`src/source/pat_pkg.sv`:
```
`default_nettype none

package pat_pkg;

	// ============================================================
	// widths
	// ============================================================
	typedef logic [7:0]  data_t;   // acc, dmem word, io
	typedef logic [9:0]  iaddr_t;  // pc and branch target
	typedef logic [19:0] instr_t;  // full instruction word
	typedef logic [3:0]  opcode_t; // any of the three spaces
	typedef logic [1:0]  cond_t;   // 00 z, 01 n, else always
	typedef logic [3:0]  alu_op_t;

	// alu function select
	localparam alu_op_t alu_or     = 4'd0; // zero so an empty ctrl is harmless
	localparam alu_op_t alu_and    = 4'd1;
	localparam alu_op_t alu_add    = 4'd2;
	localparam alu_op_t alu_sub    = 4'd3;
	localparam alu_op_t alu_not    = 4'd4;
	localparam alu_op_t alu_shl    = 4'd5;
	localparam alu_op_t alu_shlo   = 4'd6;
	localparam alu_op_t alu_shr    = 4'd7;
	localparam alu_op_t alu_asr    = 4'd8;
	localparam alu_op_t alu_pass_b = 4'd9; // loads

	// ============================================================
	// opcodes
	// ============================================================
	localparam opcode_t opc_prefix = 4'b1111; // escape to next space

	// i8 space, bits 11..8
	localparam opcode_t opc_or   = 4'h0;
	localparam opcode_t opc_and  = 4'h1;
	localparam opcode_t opc_addm = 4'h2;
	localparam opcode_t opc_subm = 4'h3;
	localparam opcode_t opc_add  = 4'h4;
	localparam opcode_t opc_sub  = 4'h5;
	localparam opcode_t opc_ldi  = 4'h6;
	localparam opcode_t opc_ldm  = 4'h7;
	localparam opcode_t opc_bf   = 4'h8;
	localparam opcode_t opc_bb   = 4'h9;
	localparam opcode_t opc_stam = 4'hb;
	localparam opcode_t opc_orm  = 4'hd;
	localparam opcode_t opc_andm = 4'he;

	// i3 space, bits 7..4
	localparam opcode_t opc_shl  = 4'h0;
	localparam opcode_t opc_shlo = 4'h1;
	localparam opcode_t opc_shr  = 4'h2;
	localparam opcode_t opc_asr  = 4'h3;
	localparam opcode_t opc_in   = 4'h5;
	localparam opcode_t opc_out  = 4'h8;

	// i0 space, bits 3..0
	localparam opcode_t opc_not  = 4'h0;
	localparam opcode_t opc_test = 4'h2;
	localparam opcode_t opc_nop  = 4'hf;

	localparam instr_t instr_nop = 20'h06ff5; // bubble word

	// decoded controls, one instruction
	typedef struct packed {
		alu_op_t alu_op;
		cond_t   cond;
		logic    wr_acc;  // acc takes alu or inputs
		logic    sel_in;  // IN
		logic    wr_mem;  // STAM
		logic    do_out;  // OUT
		logic    do_test; // TEST, reload z/n
	} ctrl_t;

endpackage

`default_nettype wire

```
`src/source/pat_fetch.sv`:
```
`timescale 1ns/1ns
`default_nettype none

module pat_fetch import pat_pkg::*;
(
	input  logic   clk,
	input  logic   reset,
	input  logic   i_jump,        // branch sitting in ir
	input  iaddr_t i_target,
	input  instr_t i_instruction, // word at o_pc
	output iaddr_t o_pc,
	output instr_t o_ir,
	output iaddr_t o_ir_pc        // where o_ir came from
);

	iaddr_t pc;
	instr_t ir;
	iaddr_t ir_pc;

	// ============================================================
	// pc and instruction register
	// ============================================================
	always_ff @(posedge clk)
	begin
		if (reset)
		begin
			pc <= '0;
			ir <= instr_nop;
		end
		else if (i_jump)
		begin
			pc <= i_target;  // redirect
			ir <= instr_nop; // word behind the branch never runs
		end
		else
		begin
			pc <= pc + 1'b1; // wraps at 1024
			ir <= i_instruction;
		end
	end

	// address tag travels with the word, used for branch offsets
	always_ff @(posedge clk)
	begin
		ir_pc <= pc;
	end

	assign o_pc    = pc;
	assign o_ir    = ir;
	assign o_ir_pc = ir_pc;

endmodule

`default_nettype wire

```
`src/source/pat_decode.sv`:
```
`timescale 1ns/1ns
`default_nettype none

module pat_decode import pat_pkg::*;
#(
	parameter int dmem_depth = 32
)
(
	input  logic   clk,
	input  logic   reset,
	input  instr_t i_ir,
	input  iaddr_t i_ir_pc,
	input  data_t  i_mem_rdata,
	output logic   o_jump,
	output iaddr_t o_target,
	output data_t  o_mem_raddr,
	output ctrl_t  o_ctrl,
	output data_t  o_operand,
	output data_t  o_waddr
);

	localparam int addr_w = $clog2(dmem_depth);
	localparam data_t addr_mask = data_t'((1 << addr_w) - 1);

	// ============================================================
	// fields
	// ============================================================
	cond_t   cond;
	opcode_t op_i8, op_i3, op_i0;
	data_t   imm8, imm3, maddr;
	logic    is_i8, is_i3, is_i0;
	logic    acc_i8, acc_i3, acc_i0;
	alu_op_t alu_i8, alu_i3;
	logic    src_mem;
	ctrl_t   ctrl;

	assign cond  = i_ir[14:13]; // 19..15 and 12 ignored
	assign op_i8 = i_ir[11:8];
	assign op_i3 = i_ir[7:4];
	assign op_i0 = i_ir[3:0];
	assign imm8  = i_ir[7:0];
	assign imm3  = {5'b0, i_ir[2:0]};
	assign maddr = imm8 & addr_mask; // wrap to dmem size

	assign is_i8 = (op_i8 != opc_prefix);
	assign is_i3 = !is_i8 && (op_i3 != opc_prefix);
	assign is_i0 = !is_i8 && !is_i3;

	// per space alu select, acc_* marks ops that write acc
	always_comb
	begin
		alu_i8 = alu_pass_b;
		acc_i8 = 1'b1;
		case (op_i8)
			opc_or, opc_orm:   alu_i8 = alu_or;
			opc_and, opc_andm: alu_i8 = alu_and;
			opc_add, opc_addm: alu_i8 = alu_add;
			opc_sub, opc_subm: alu_i8 = alu_sub;
			opc_ldi, opc_ldm:  alu_i8 = alu_pass_b;
			default:           acc_i8 = 1'b0; // branches, stam, dropped
		endcase
		alu_i3 = alu_pass_b;
		acc_i3 = 1'b1;
		case (op_i3)
			opc_shl:  alu_i3 = alu_shl;
			opc_shlo: alu_i3 = alu_shlo;
			opc_shr:  alu_i3 = alu_shr;
			opc_asr:  alu_i3 = alu_asr;
			opc_in:   alu_i3 = alu_pass_b; // mux in execute picks inputs
			default:  acc_i3 = 1'b0;
		endcase
		case (op_i0)
			opc_not: acc_i0 = 1'b1;
			opc_nop: acc_i0 = 1'b0; // idle word
			default: acc_i0 = 1'b0;
		endcase
	end

	assign src_mem = is_i8 && (op_i8 == opc_addm || op_i8 == opc_subm
		|| op_i8 == opc_ldm || op_i8 == opc_orm || op_i8 == opc_andm);

	// merge the three spaces, anything unknown stays all zero
	assign ctrl.wr_acc  = (is_i8 & acc_i8) | (is_i3 & acc_i3) | (is_i0 & acc_i0);
	assign ctrl.sel_in  = is_i3 && (op_i3 == opc_in);
	assign ctrl.wr_mem  = is_i8 && (op_i8 == opc_stam);
	assign ctrl.do_out  = is_i3 && (op_i3 == opc_out);
	assign ctrl.do_test = is_i0 && (op_i0 == opc_test);
	assign ctrl.alu_op  = !ctrl.wr_acc ? alu_or : is_i8 ? alu_i8 : is_i3 ? alu_i3 : alu_not;
	assign ctrl.cond    = (ctrl.wr_acc | ctrl.wr_mem | ctrl.do_out | ctrl.do_test) ? cond : '0;

	// branches resolve here, one bubble behind them
	assign o_jump   = is_i8 && (op_i8 == opc_bf || op_i8 == opc_bb);
	assign o_target = (op_i8 == opc_bb) ? i_ir_pc - iaddr_t'(imm8) : i_ir_pc + iaddr_t'(imm8);
	assign o_mem_raddr = maddr;

	// ============================================================
	// stage register into execute
	// ============================================================
	always_ff @(posedge clk)
	begin
		if (reset)
			o_ctrl <= '0; // nothing pending
		else
			o_ctrl <= ctrl;
	end

	always_ff @(posedge clk)
	begin
		o_operand <= src_mem ? i_mem_rdata : (is_i8 ? imm8 : imm3);
		o_waddr   <= maddr; // store target
	end

endmodule

`default_nettype wire

```
`src/source/pat_alu.sv`:
```
`timescale 1ns/1ns
`default_nettype none

module pat_alu import pat_pkg::*;
(
	input  data_t   i_a,  // accumulator
	input  data_t   i_b,  // operand, imm or mem
	input  alu_op_t i_op,
	output data_t   o_y
);

	logic [2:0] sh; // shift distance
	data_t      ones_fill;

	assign sh = i_b[2:0];

	// low sh bits set, for shlo
	assign ones_fill = ~(8'hff << sh);

	always_comb
	begin
		case (i_op)
			alu_or:     o_y = i_a | i_b;
			alu_and:    o_y = i_a & i_b;
			alu_add:    o_y = i_a + i_b;
			alu_sub:    o_y = i_a - i_b;
			alu_not:    o_y = ~i_a;
			alu_shl:    o_y = i_a << sh;
			alu_shlo:   o_y = (i_a << sh) | ones_fill; // shift in ones
			alu_shr:    o_y = i_a >> sh;
			alu_asr:    o_y = data_t'($signed(i_a) >>> sh); // sign kept
			alu_pass_b: o_y = i_b; // ldi, ldm
			default:    o_y = i_b;
		endcase
	end

endmodule

`default_nettype wire

```
`src/source/pat_data_mem.sv`:
```
`timescale 1ns/1ns
`default_nettype none

module pat_data_mem import pat_pkg::*;
#(
	parameter int dmem_depth = 32
)
(
	input  logic  clk,
	input  data_t i_raddr,
	input  data_t i_waddr,
	input  logic  i_we,
	input  data_t i_wdata,
	output data_t o_rdata
);

	localparam int addr_w = $clog2(dmem_depth);

	data_t mem [dmem_depth]; // contents undefined until written

	// async read, old value during a same cycle write
	assign o_rdata = mem[i_raddr[addr_w-1:0]];

	always_ff @(posedge clk)
	begin
		if (i_we)
			mem[i_waddr[addr_w-1:0]] <= i_wdata; // upper bits dropped
	end

endmodule

`default_nettype wire

```
`src/source/pat_execute.sv`:
```
`timescale 1ns/1ns
`default_nettype none

module pat_execute import pat_pkg::*;
(
	input  logic  clk,
	input  logic  reset,
	input  ctrl_t i_ctrl,
	input  data_t i_operand,
	input  data_t i_waddr,
	input  data_t i_inputs,
	output data_t o_acc,
	output data_t o_outputs,
	output logic  o_mem_we,
	output data_t o_mem_waddr,
	output data_t o_mem_wdata
);

	data_t acc;
	data_t outputs;
	logic  z, n;   // flags, only TEST updates them
	logic  commit; // condition holds
	data_t alu_y;

	pat_alu u_alu
	(
		.i_a  (acc),
		.i_b  (i_operand),
		.i_op (i_ctrl.alu_op),
		.o_y  (alu_y)
	);

	// ============================================================
	// condition check
	// ============================================================
	always_comb
	begin
		case (i_ctrl.cond)
			2'b00:   commit = z;
			2'b01:   commit = n;
			default: commit = 1'b1; // 10, 11 always
		endcase
	end

	always_ff @(posedge clk)
	begin
		if (reset)
		begin
			acc     <= '0;
			outputs <= '0;
			z       <= 1'b0;
			n       <= 1'b0;
		end
		else if (commit)
		begin
			if (i_ctrl.wr_acc)
				acc <= i_ctrl.sel_in ? i_inputs : alu_y;
			if (i_ctrl.do_test)
			begin
				z <= (acc == '0);
				n <= acc[7]; // sign bit
			end
			if (i_ctrl.do_out)
				outputs <= acc;
		end
	end

	// store lands at the commit edge
	assign o_mem_we    = commit & i_ctrl.wr_mem;
	assign o_mem_waddr = i_waddr;
	assign o_mem_wdata = acc;

	assign o_acc     = acc;
	assign o_outputs = outputs;

endmodule

`default_nettype wire

```
`src/source/pat_core.sv`:
```
`timescale 1ns/1ns
`default_nettype none

module pat_core import pat_pkg::*;
#(
	parameter int dmem_depth = 32
)
(
	input  logic   clk,
	input  logic   reset,
	input  instr_t i_instruction,
	input  data_t  i_inputs,
	output iaddr_t o_pc,
	output logic   o_jump,
	output data_t  o_acc,
	output data_t  o_outputs
);

	instr_t ir;
	iaddr_t ir_pc;
	iaddr_t target;
	data_t  mem_raddr, mem_rdata;
	ctrl_t  ctrl;
	data_t  operand;
	data_t  waddr;
	logic   mem_we;
	data_t  mem_waddr, mem_wdata;

	// ============================================================
	// fetch -> decode -> execute
	// ============================================================
	pat_fetch u_fetch
	(
		.clk           (clk),
		.reset         (reset),
		.i_jump        (o_jump),
		.i_target      (target),
		.i_instruction (i_instruction),
		.o_pc          (o_pc),
		.o_ir          (ir),
		.o_ir_pc       (ir_pc)
	);

	pat_decode #(.dmem_depth(dmem_depth)) u_decode
	(
		.clk         (clk),
		.reset       (reset),
		.i_ir        (ir),
		.i_ir_pc     (ir_pc),
		.i_mem_rdata (mem_rdata),
		.o_jump      (o_jump),
		.o_target    (target),
		.o_mem_raddr (mem_raddr),
		.o_ctrl      (ctrl),
		.o_operand   (operand),
		.o_waddr     (waddr)
	);

	pat_data_mem #(.dmem_depth(dmem_depth)) u_dmem
	(
		.clk     (clk),
		.i_raddr (mem_raddr), // read in decode
		.i_waddr (mem_waddr), // write from execute
		.i_we    (mem_we),
		.i_wdata (mem_wdata),
		.o_rdata (mem_rdata)
	);

	pat_execute u_execute
	(
		.clk         (clk),
		.reset       (reset),
		.i_ctrl      (ctrl),
		.i_operand   (operand),
		.i_waddr     (waddr),
		.i_inputs    (i_inputs),
		.o_acc       (o_acc),
		.o_outputs   (o_outputs),
		.o_mem_we    (mem_we),
		.o_mem_waddr (mem_waddr),
		.o_mem_wdata (mem_wdata)
	);

endmodule

`default_nettype wire

```
`config.mk`:
```
export PLATFORM = sky130hd
export DESIGN_NAME = pat_core
export DESIGN_NICKNAME = d
export VERILOG_FILES = /design/src/source/pat_pkg.sv /design/src/source/pat_fetch.sv /design/src/source/pat_decode.sv /design/src/source/pat_alu.sv /design/src/source/pat_data_mem.sv /design/src/source/pat_execute.sv /design/src/source/pat_core.sv
export SDC_FILE = /design/constraint.sdc
export NUM_CORES = 1
export LEC_CHECK = 0
export BUFFER_PORTS_ARGS = -buffer_cell sky130_fd_sc_hd__buf_4
export CORE_UTILIZATION = 35
export DETAILED_ROUTE_END_ITERATION = 16
export GPL_TIMING_DRIVEN = 0
export PLACE_DENSITY = 0.49
export SETUP_SLACK_MARGIN = 0.5
export SYNTH_ARGS = -nofsm -noshare
export SYNTH_HDL_FRONTEND = slang
export SYNTH_SLANG_ARGS = --single-unit
export TNS_END_PERCENT = 50
```
`constraint.sdc`:
```
create_clock -name clk -period 3.05 [get_ports clk]
set_input_delay 0.1525 -clock clk [delete_from_list [all_inputs] [get_ports clk]]
set_output_delay 0.1525 -clock clk [all_outputs]
set_load 0.01 [all_outputs]
```
== Word level (Yosys, flattened, before mapping) ==
Memories as Yosys holds them, arrays and structs flattened. A register that Yosys moved wholly into a read port is not among the register bits.
Cells that the tools add are included.
Operators by class
  $add $sub $neg: 5
  $mul: 0
  divide/modulo/power cells: 0
  $lt $le $gt $ge: 0
  eq/ne operators: 29
  shift-type cells: 4
  mux-type cells: 17
  bitwise operators: 16
  reductions and logical operators: 33
Operators with widths (count)
  one-hot mux 8 bit (9 select lines): 1
  equality test 4 x 3 -> 1 bit, second input constant: 9
  one-hot mux 4 bit (4 select lines): 2
  equality test 4 x 2 -> 1 bit, second input constant: 7
  equality test 4 bit, second input constant: 7
  2-to-1 mux 8 bit: 3
  2-to-1 mux 10 bit: 2
  logical NOT 4 bit: 4
  inverter 8 bit: 2
  bitwise OR 8 bit: 2
  OR reduction 2 bit: 7
  equality test 4 x 1 -> 1 bit, second input constant: 3
  adder 10 x 1 -> 10 bit, second input constant: 1
  adder 10 x 8 -> 10 bit: 1
  OR reduction 10 bit: 1
  subtractor 10 x 8 -> 10 bit: 1
  adder 8 bit: 1
  AND 8 bit: 1
  logical AND 1 bit: 8
  logical NOT 8 bit: 1
  2-to-1 mux 4 bit: 2
  != test 4 bit, second input constant: 2
  left shift 8 x 3 -> 8 bit: 1
  left shift 8 x 3 -> 8 bit, first input constant: 1
  other kinds (15): 34
Storage, ports and cells
  bits in registers: 77
  latch bits: 0
  bits in writable memories: 256
  memory bits (read-only): 0
  input bits: 30
  output and inout port bits: 27
  memories: 1
Memory list
  u_dmem.mem: depth 32, bits a word 8, rd ports 1, clocked after memory_dff 1, wr ports 1, RTL line pat_data_mem.sv:19  | data_t mem [dmem_depth];

== Logic depth before layout (Yosys ltp) ==
  depth after elaboration: 12
  mapped depth: 15
  gate-level depth less buffers: 13

== Cells and area by module ==
From an unflattened synthesis, not the netlist that was laid out.
Second synthesis, totals
  cells, all modules: 1063
  area, all modules: 15581.2 sq um
Modules (own cells, without submodules)
  pat_data_mem: times used 1, cells each 409, area an instance 9893.2 sq um, sequential area each 7687.4 sq um
  pat_decode: times used 1, cells each 199, area an instance 1710.4 sq um, sequential area each 480.5 sq um
  pat_alu: times used 1, cells each 239, area an instance 1706.6 sq um, sequential area each 0.0 sq um
  pat_fetch: times used 1, cells each 114, area an instance 1253.7 sq um, sequential area each 800.8 sq um
  pat_execute: times used 1, cells each 102, area an instance 1017.2 sq um, sequential area each 360.3 sq um

== Worst setup path before layout ==
Ideal clock, no wire load.
  path type: register to register
  start point: reg u_fetch.ir[0], in the netlist u_fetch.o_ir[0]
  end point: reg u_fetch.pc[6], in the netlist u_fetch.o_pc[6]
  setup time: 0.116 ns
  arrival: 2.882 ns
  required time: 2.934 ns
  slack: 0.052 ns
  cell stages (with the launch flop): 15
  path buffers: 3
  cell sequence: dfxtp_1 -> buf_6 -> buf_2 -> buf_4 -> inv_1 -> ha_1 -> nor2_1 -> xnor2_1 -> ha_1 -> nor2b_1 -> o21a_1 -> o21ai_0 -> nand2_1 -> a2111o_1 -> o211a_1
On the way
  longest elaborated chain between the ends: 3
  elaborated cells on any way between the ends: 4
  those cells by class: add/sub (2); mux (2)
RTL lines
  start, declared: RTL line pat_fetch.sv:17  | instr_t ir;
  start signal, assigned: RTL line pat_fetch.sv:28  | ir <= instr_nop;
  start signal, assigned: RTL line pat_fetch.sv:33  | ir <= instr_nop;
  start signal, assigned: RTL line pat_fetch.sv:38  | ir <= i_instruction;
  adder 10 x 8 -> 10 bit / subtractor 10 x 8 -> 10 bit (equally long branches): RTL line pat_decode.sv:93  | assign o_target = (op_i8 == opc_bb) ? i_ir_pc - iaddr_t'(imm8) : i_ir_pc + iaddr_t'(imm8);
  2-to-1 mux 10 bit *: RTL line pat_decode.sv:93
  2-to-1 mux 10 bit *: RTL line pat_fetch.sv:30  | else if (i_jump)
  end signal, assigned: RTL line pat_fetch.sv:32  | pc <= i_target;
  end signal, assigned: RTL line pat_fetch.sv:37  | pc <= pc + 1'b1;
  end, declared: RTL line pat_fetch.sv:16  | iaddr_t pc;
Mark *: on every way between the ends. The rest lies on a longest branch, timed or not.
A chain may end at the register's enable or synchronous reset.

== Worst setup path in the final report ==
  start point: reg u_decode.o_ctrl[9] (netlist bit)
  end point: reg u_execute.acc[4], in the netlist u_execute.o_acc[4]
On the way
  longest elaborated chain between the ends: 3
  elaborated cells on any way between the ends: 11
  those cells by class: eq/ne (8); mux (2); reduce/logical (1)
RTL lines
  start, declared: RTL line pat_decode.sv:17  | output ctrl_t o_ctrl,
  start signal, assigned: RTL line pat_decode.sv:104  | o_ctrl <= ctrl;
  equality test 4 bit, or another cell as far along: RTL line pat_alu.sv:22  | case (i_op)
  one-hot mux 8 bit (9 select lines) *: RTL line pat_alu.sv:22
  2-to-1 mux 8 bit *: RTL line pat_execute.sv:57  | acc <= i_ctrl.sel_in ? i_inputs : alu_y;
  end signal, assigned: RTL line pat_execute.sv:57
  end, declared: RTL line pat_execute.sv:19  | data_t acc;
Marked as above.

==> impl_metrics.toml <==
[placed_design]
place.gp.congestion = 0.875
hpwl_um = 26600
io_buffers = 50
placed_area_um2 = 16100
pre_cts_ws_ns = -0.617

[routing]
drt-wirelength-per-cell_um = 23.4
ant_nets = 0
num_vias = 9610
drcViolationCount = 0
dr.pass1.iters = 5
drt-initial-drc-count = 656
viasPerCell = 5.34
wirelength_um = 42000

[logic_synthesis]
netlist_area_um2 = 15000
syn_nets = 1123
async_flop_share = 0
synth_edf_count = 256
synthTopCellsByArea = "edfxtp_1 (51%), dfxtp_1 (10%), mux4_2 (10%)"
yosys_warnings = 0
syn_area_per_cell_um2 = 14.0
synth_top_area_frac = 0.514
ys_seq_area_frac = 0.616
yosysTopAreaCell = "edfxtp_1"
ys.flop_type = "edfxtp_1"
ys_ff_latch = 332
ys_types = 75
synthCells = 1065

[layout]
antennaDiodeCount = 0
area_growth_pct = 24.9
drive_above_1_share = 0.298
nNetsFinal = 1288
fillers = 3847
mostFrequentLayoutCells = "edfxtp_1 (256), buf_4 (103), nor2_1 (86), nand2_1 (67), mux4_2 (67)"
finalInstanceArea_um2 = 18700
final_common_cell = "edfxtp_1"

[critical_path]
endpoint_kind = "register"
critPathLaunch = "u_decode.o_ctrl[9]"
criticalPathCategory = "register to register"
worst_setup_path_start_kind = "register"
arrival_ns = 3.28
r2r_cells = 11
path_max_fanout = 4
reg2reg_to = "u_execute.o_acc[4]"
r2r_slack_ns = 0.21
crit_required_ns = 3.49
crit_end = "u_execute.o_acc[4]"
reg2reg_from = "u_decode.o_ctrl[9]"

[global_routing]
antenna_found_initial = 0
grt_pass1_vias = 9827
grt_pass1_wl_um = 63100
grt_use_total = 0.194
use_met1 = 0.277
grt_overflow = 0
grt-busiest-layer = "met2"
met3_usage = 0.0296
use_met2 = 0.309
grt_max_degree = 40

[power_and_ir_drop]
p_leak_nw = 6.60
powerDensity_nw_per_um2 = 579
peakVddDrop_mv = 0.394
combPwrFrac = 0.121
seq_power_share = 0.467
clockPowerShare = 0.412
p_int_mw = 8.15
p_sw_mw = 2.66
swShare = 0.246

[timing]
min_period_ns = 2.84
clock_skew_ns = 0.0141
drv_slew = 0
hold_violations = 0
slew_headroom = 0.388
rsz0062_at_grt = "true"
fmax_mhz = 352
worstMarginPinSlew_ns = 0.915
finalCritPeriodShare = 0.931
setup_tns_ns = 0
layout_setup_ws_ns = 0.209
finalSetupViolCount = 0

[floorplan]
die_x_um = 209
std_cell_rows = 75
die_h_um = 209
die_area_um2 = 43600
ios = 57
core_area_um2 = 42000
start_util = 0.356

[clock_tree]
cts.htree.levels = 2
clockBufferDepth = 3
cts_buffers = 38
cts_root_buffer = "clkbuf_16"
path_clk_slew_ns = 0.06
cts_tree = "done"
cts_sinks = 332
clock_latency_ns = 0.54

[outcome]
status = "complete, no violations"

[run]
max_cap_viol_count = 0

[min_path]
worstHoldPathType = "input port to register"
==> worst max-delay path, cell delays in order (launching register included) <==
cell,delay [ns]
dfxtp_2,0.31
buf_6,0.11
nor4bb_2,0.25
buf_4,0.22
mux2_4,0.33
fa_2,0.36
nand2b_4,0.18
a21oi_4,0.14
xnor2_2,0.14
a22oi_1,0.12
a311o_1,0.39
a211oi_1,0.19
==> stage by stage <==
step / hold WS, ns / cells / power (mW) / utilization
floorplan: 0.240 / 1065 / 5.83 / -
global placement: 0.337 / 1654 / 6.19 / 0.384
detailed placement: 0.336 / 1654 / 6.19 / 0.384
CTS: 0.0128 / 1786 / 10.9 / 0.437
global route: 0.0465 / 1798 / 11.2 / 0.444
finish: 0.0348 / 1798 / 10.8 / 0.444
==> Yosys cell counts, types with 4 or more instances <==
cell       instances
nand3b_1           7
ha_1              26
nand4_1            7
nor3_1            16
mux4_1            10
xor2_1             9
inv_1             23
nand2b_1           9
mux2_2             9
or3_1             20
o21bai_1           7
a222oi_1           4
nor2b_1           12
buf_2             15
a21o_1             5
a211oi_1          17
a31oi_1            9
a311oi_1           4
and2_1             5
and3_1             5
nand3_1           29
xnor2_1           21
dfxtp_1           76
buf_4             12
buf_1             10
nor2_1           103
edfxtp_1         256
clkbuf_1          32
o21ai_0           30
nand2_1           70
a22oi_1            4
a21oi_1           49
a2111oi_0          4
nor4_1             8
mux4_2            67
mux2i_1           16
==> logic make-up after synthesis <==
group,after synthesis,synth area share
and+or+nand+nor,308,0.0998
adders and majority gates,28,0.0244
buffers and inverters,96,0.0310
AOI/OAI and AO/OA,169,0.0754
xor gates and xnor gates,30,0.0176
muxes,102,0.136
DFF,332,0.616
==> routing by layer <==
metal | wire (µm) | up-vias
li1 | - | 4457
met1 | 19700 | 4850
met2 | 19400 | 244
met3 | 1940 | 59
met4 | 1030 | 0
met5 | 0 | -
==> repair_timing <==
action / CTS / global route
gates resized for setup: 127 / 52
buffers inserted: 45 / 12
hold buffers: 18 / 0
pin swaps: 37 / 24
hold endpoints to repair: 20 / 0
cloned: 0 / 0
setup endpoints to repair: 96 / 195
==> how the worst min path moves through the flow <==
stage               startpoint                   to  slack (ns)  cells after the start
4_1_cts            i_inputs[5]   u_execute.o_acc[5]        0.01                      3
3_3_place_gp   u_fetch.o_ir[2]  u_decode.o_waddr[2]        0.34                      0
2_1_floorplan            reset   u_decode.o_ctrl[0]        0.24                      1
6_report           i_inputs[5]   u_execute.o_acc[5]        0.03                      3
3_5_place_dp   u_fetch.o_ir[2]  u_decode.o_waddr[2]        0.34                      0
5_1_grt            i_inputs[1]   u_execute.o_acc[1]        0.05                      4
==> flip-flops by register name (all words and copies together), names as in the netlist <==
register             count
u_execute.o_outputs      8
u_decode.o_waddr         5
u_fetch.o_ir            14
u_decode.o_ctrl         11
u_execute.z              1
u_fetch.o_ir_pc         10
u_fetch.o_pc            10
u_execute.o_acc          8
u_execute.n              1
u_dmem.mem             256
u_decode.o_operand       8
==> layout make-up <==
type	count	area (µm²)	area share
timing repair buffer	125	1070	0.0571
sequential	332	9250	0.495
multi-input combinational	637	5760	0.309
clock buffer	51	1050	0.0563
clock inverter	18	164	0.00877
inverter	24	119	0.00636
tap	539	674	0.0361
buffer	72	587	0.0314
==> power groups by stage <==
stage | logic [mW] | registers [mW] | clock network, mW
floorplan | 0.742 | 5.08 | 0
global placement | 1.04 | 5.14 | 0
detailed placement | 1.04 | 5.15 | 0
CTS | 1.25 | 5.05 | 4.56
global route | 1.42 | 5.06 | 4.72
finish | 1.31 | 5.05 | 4.46
Note: power is estimated with default switching activity, not from simulation.
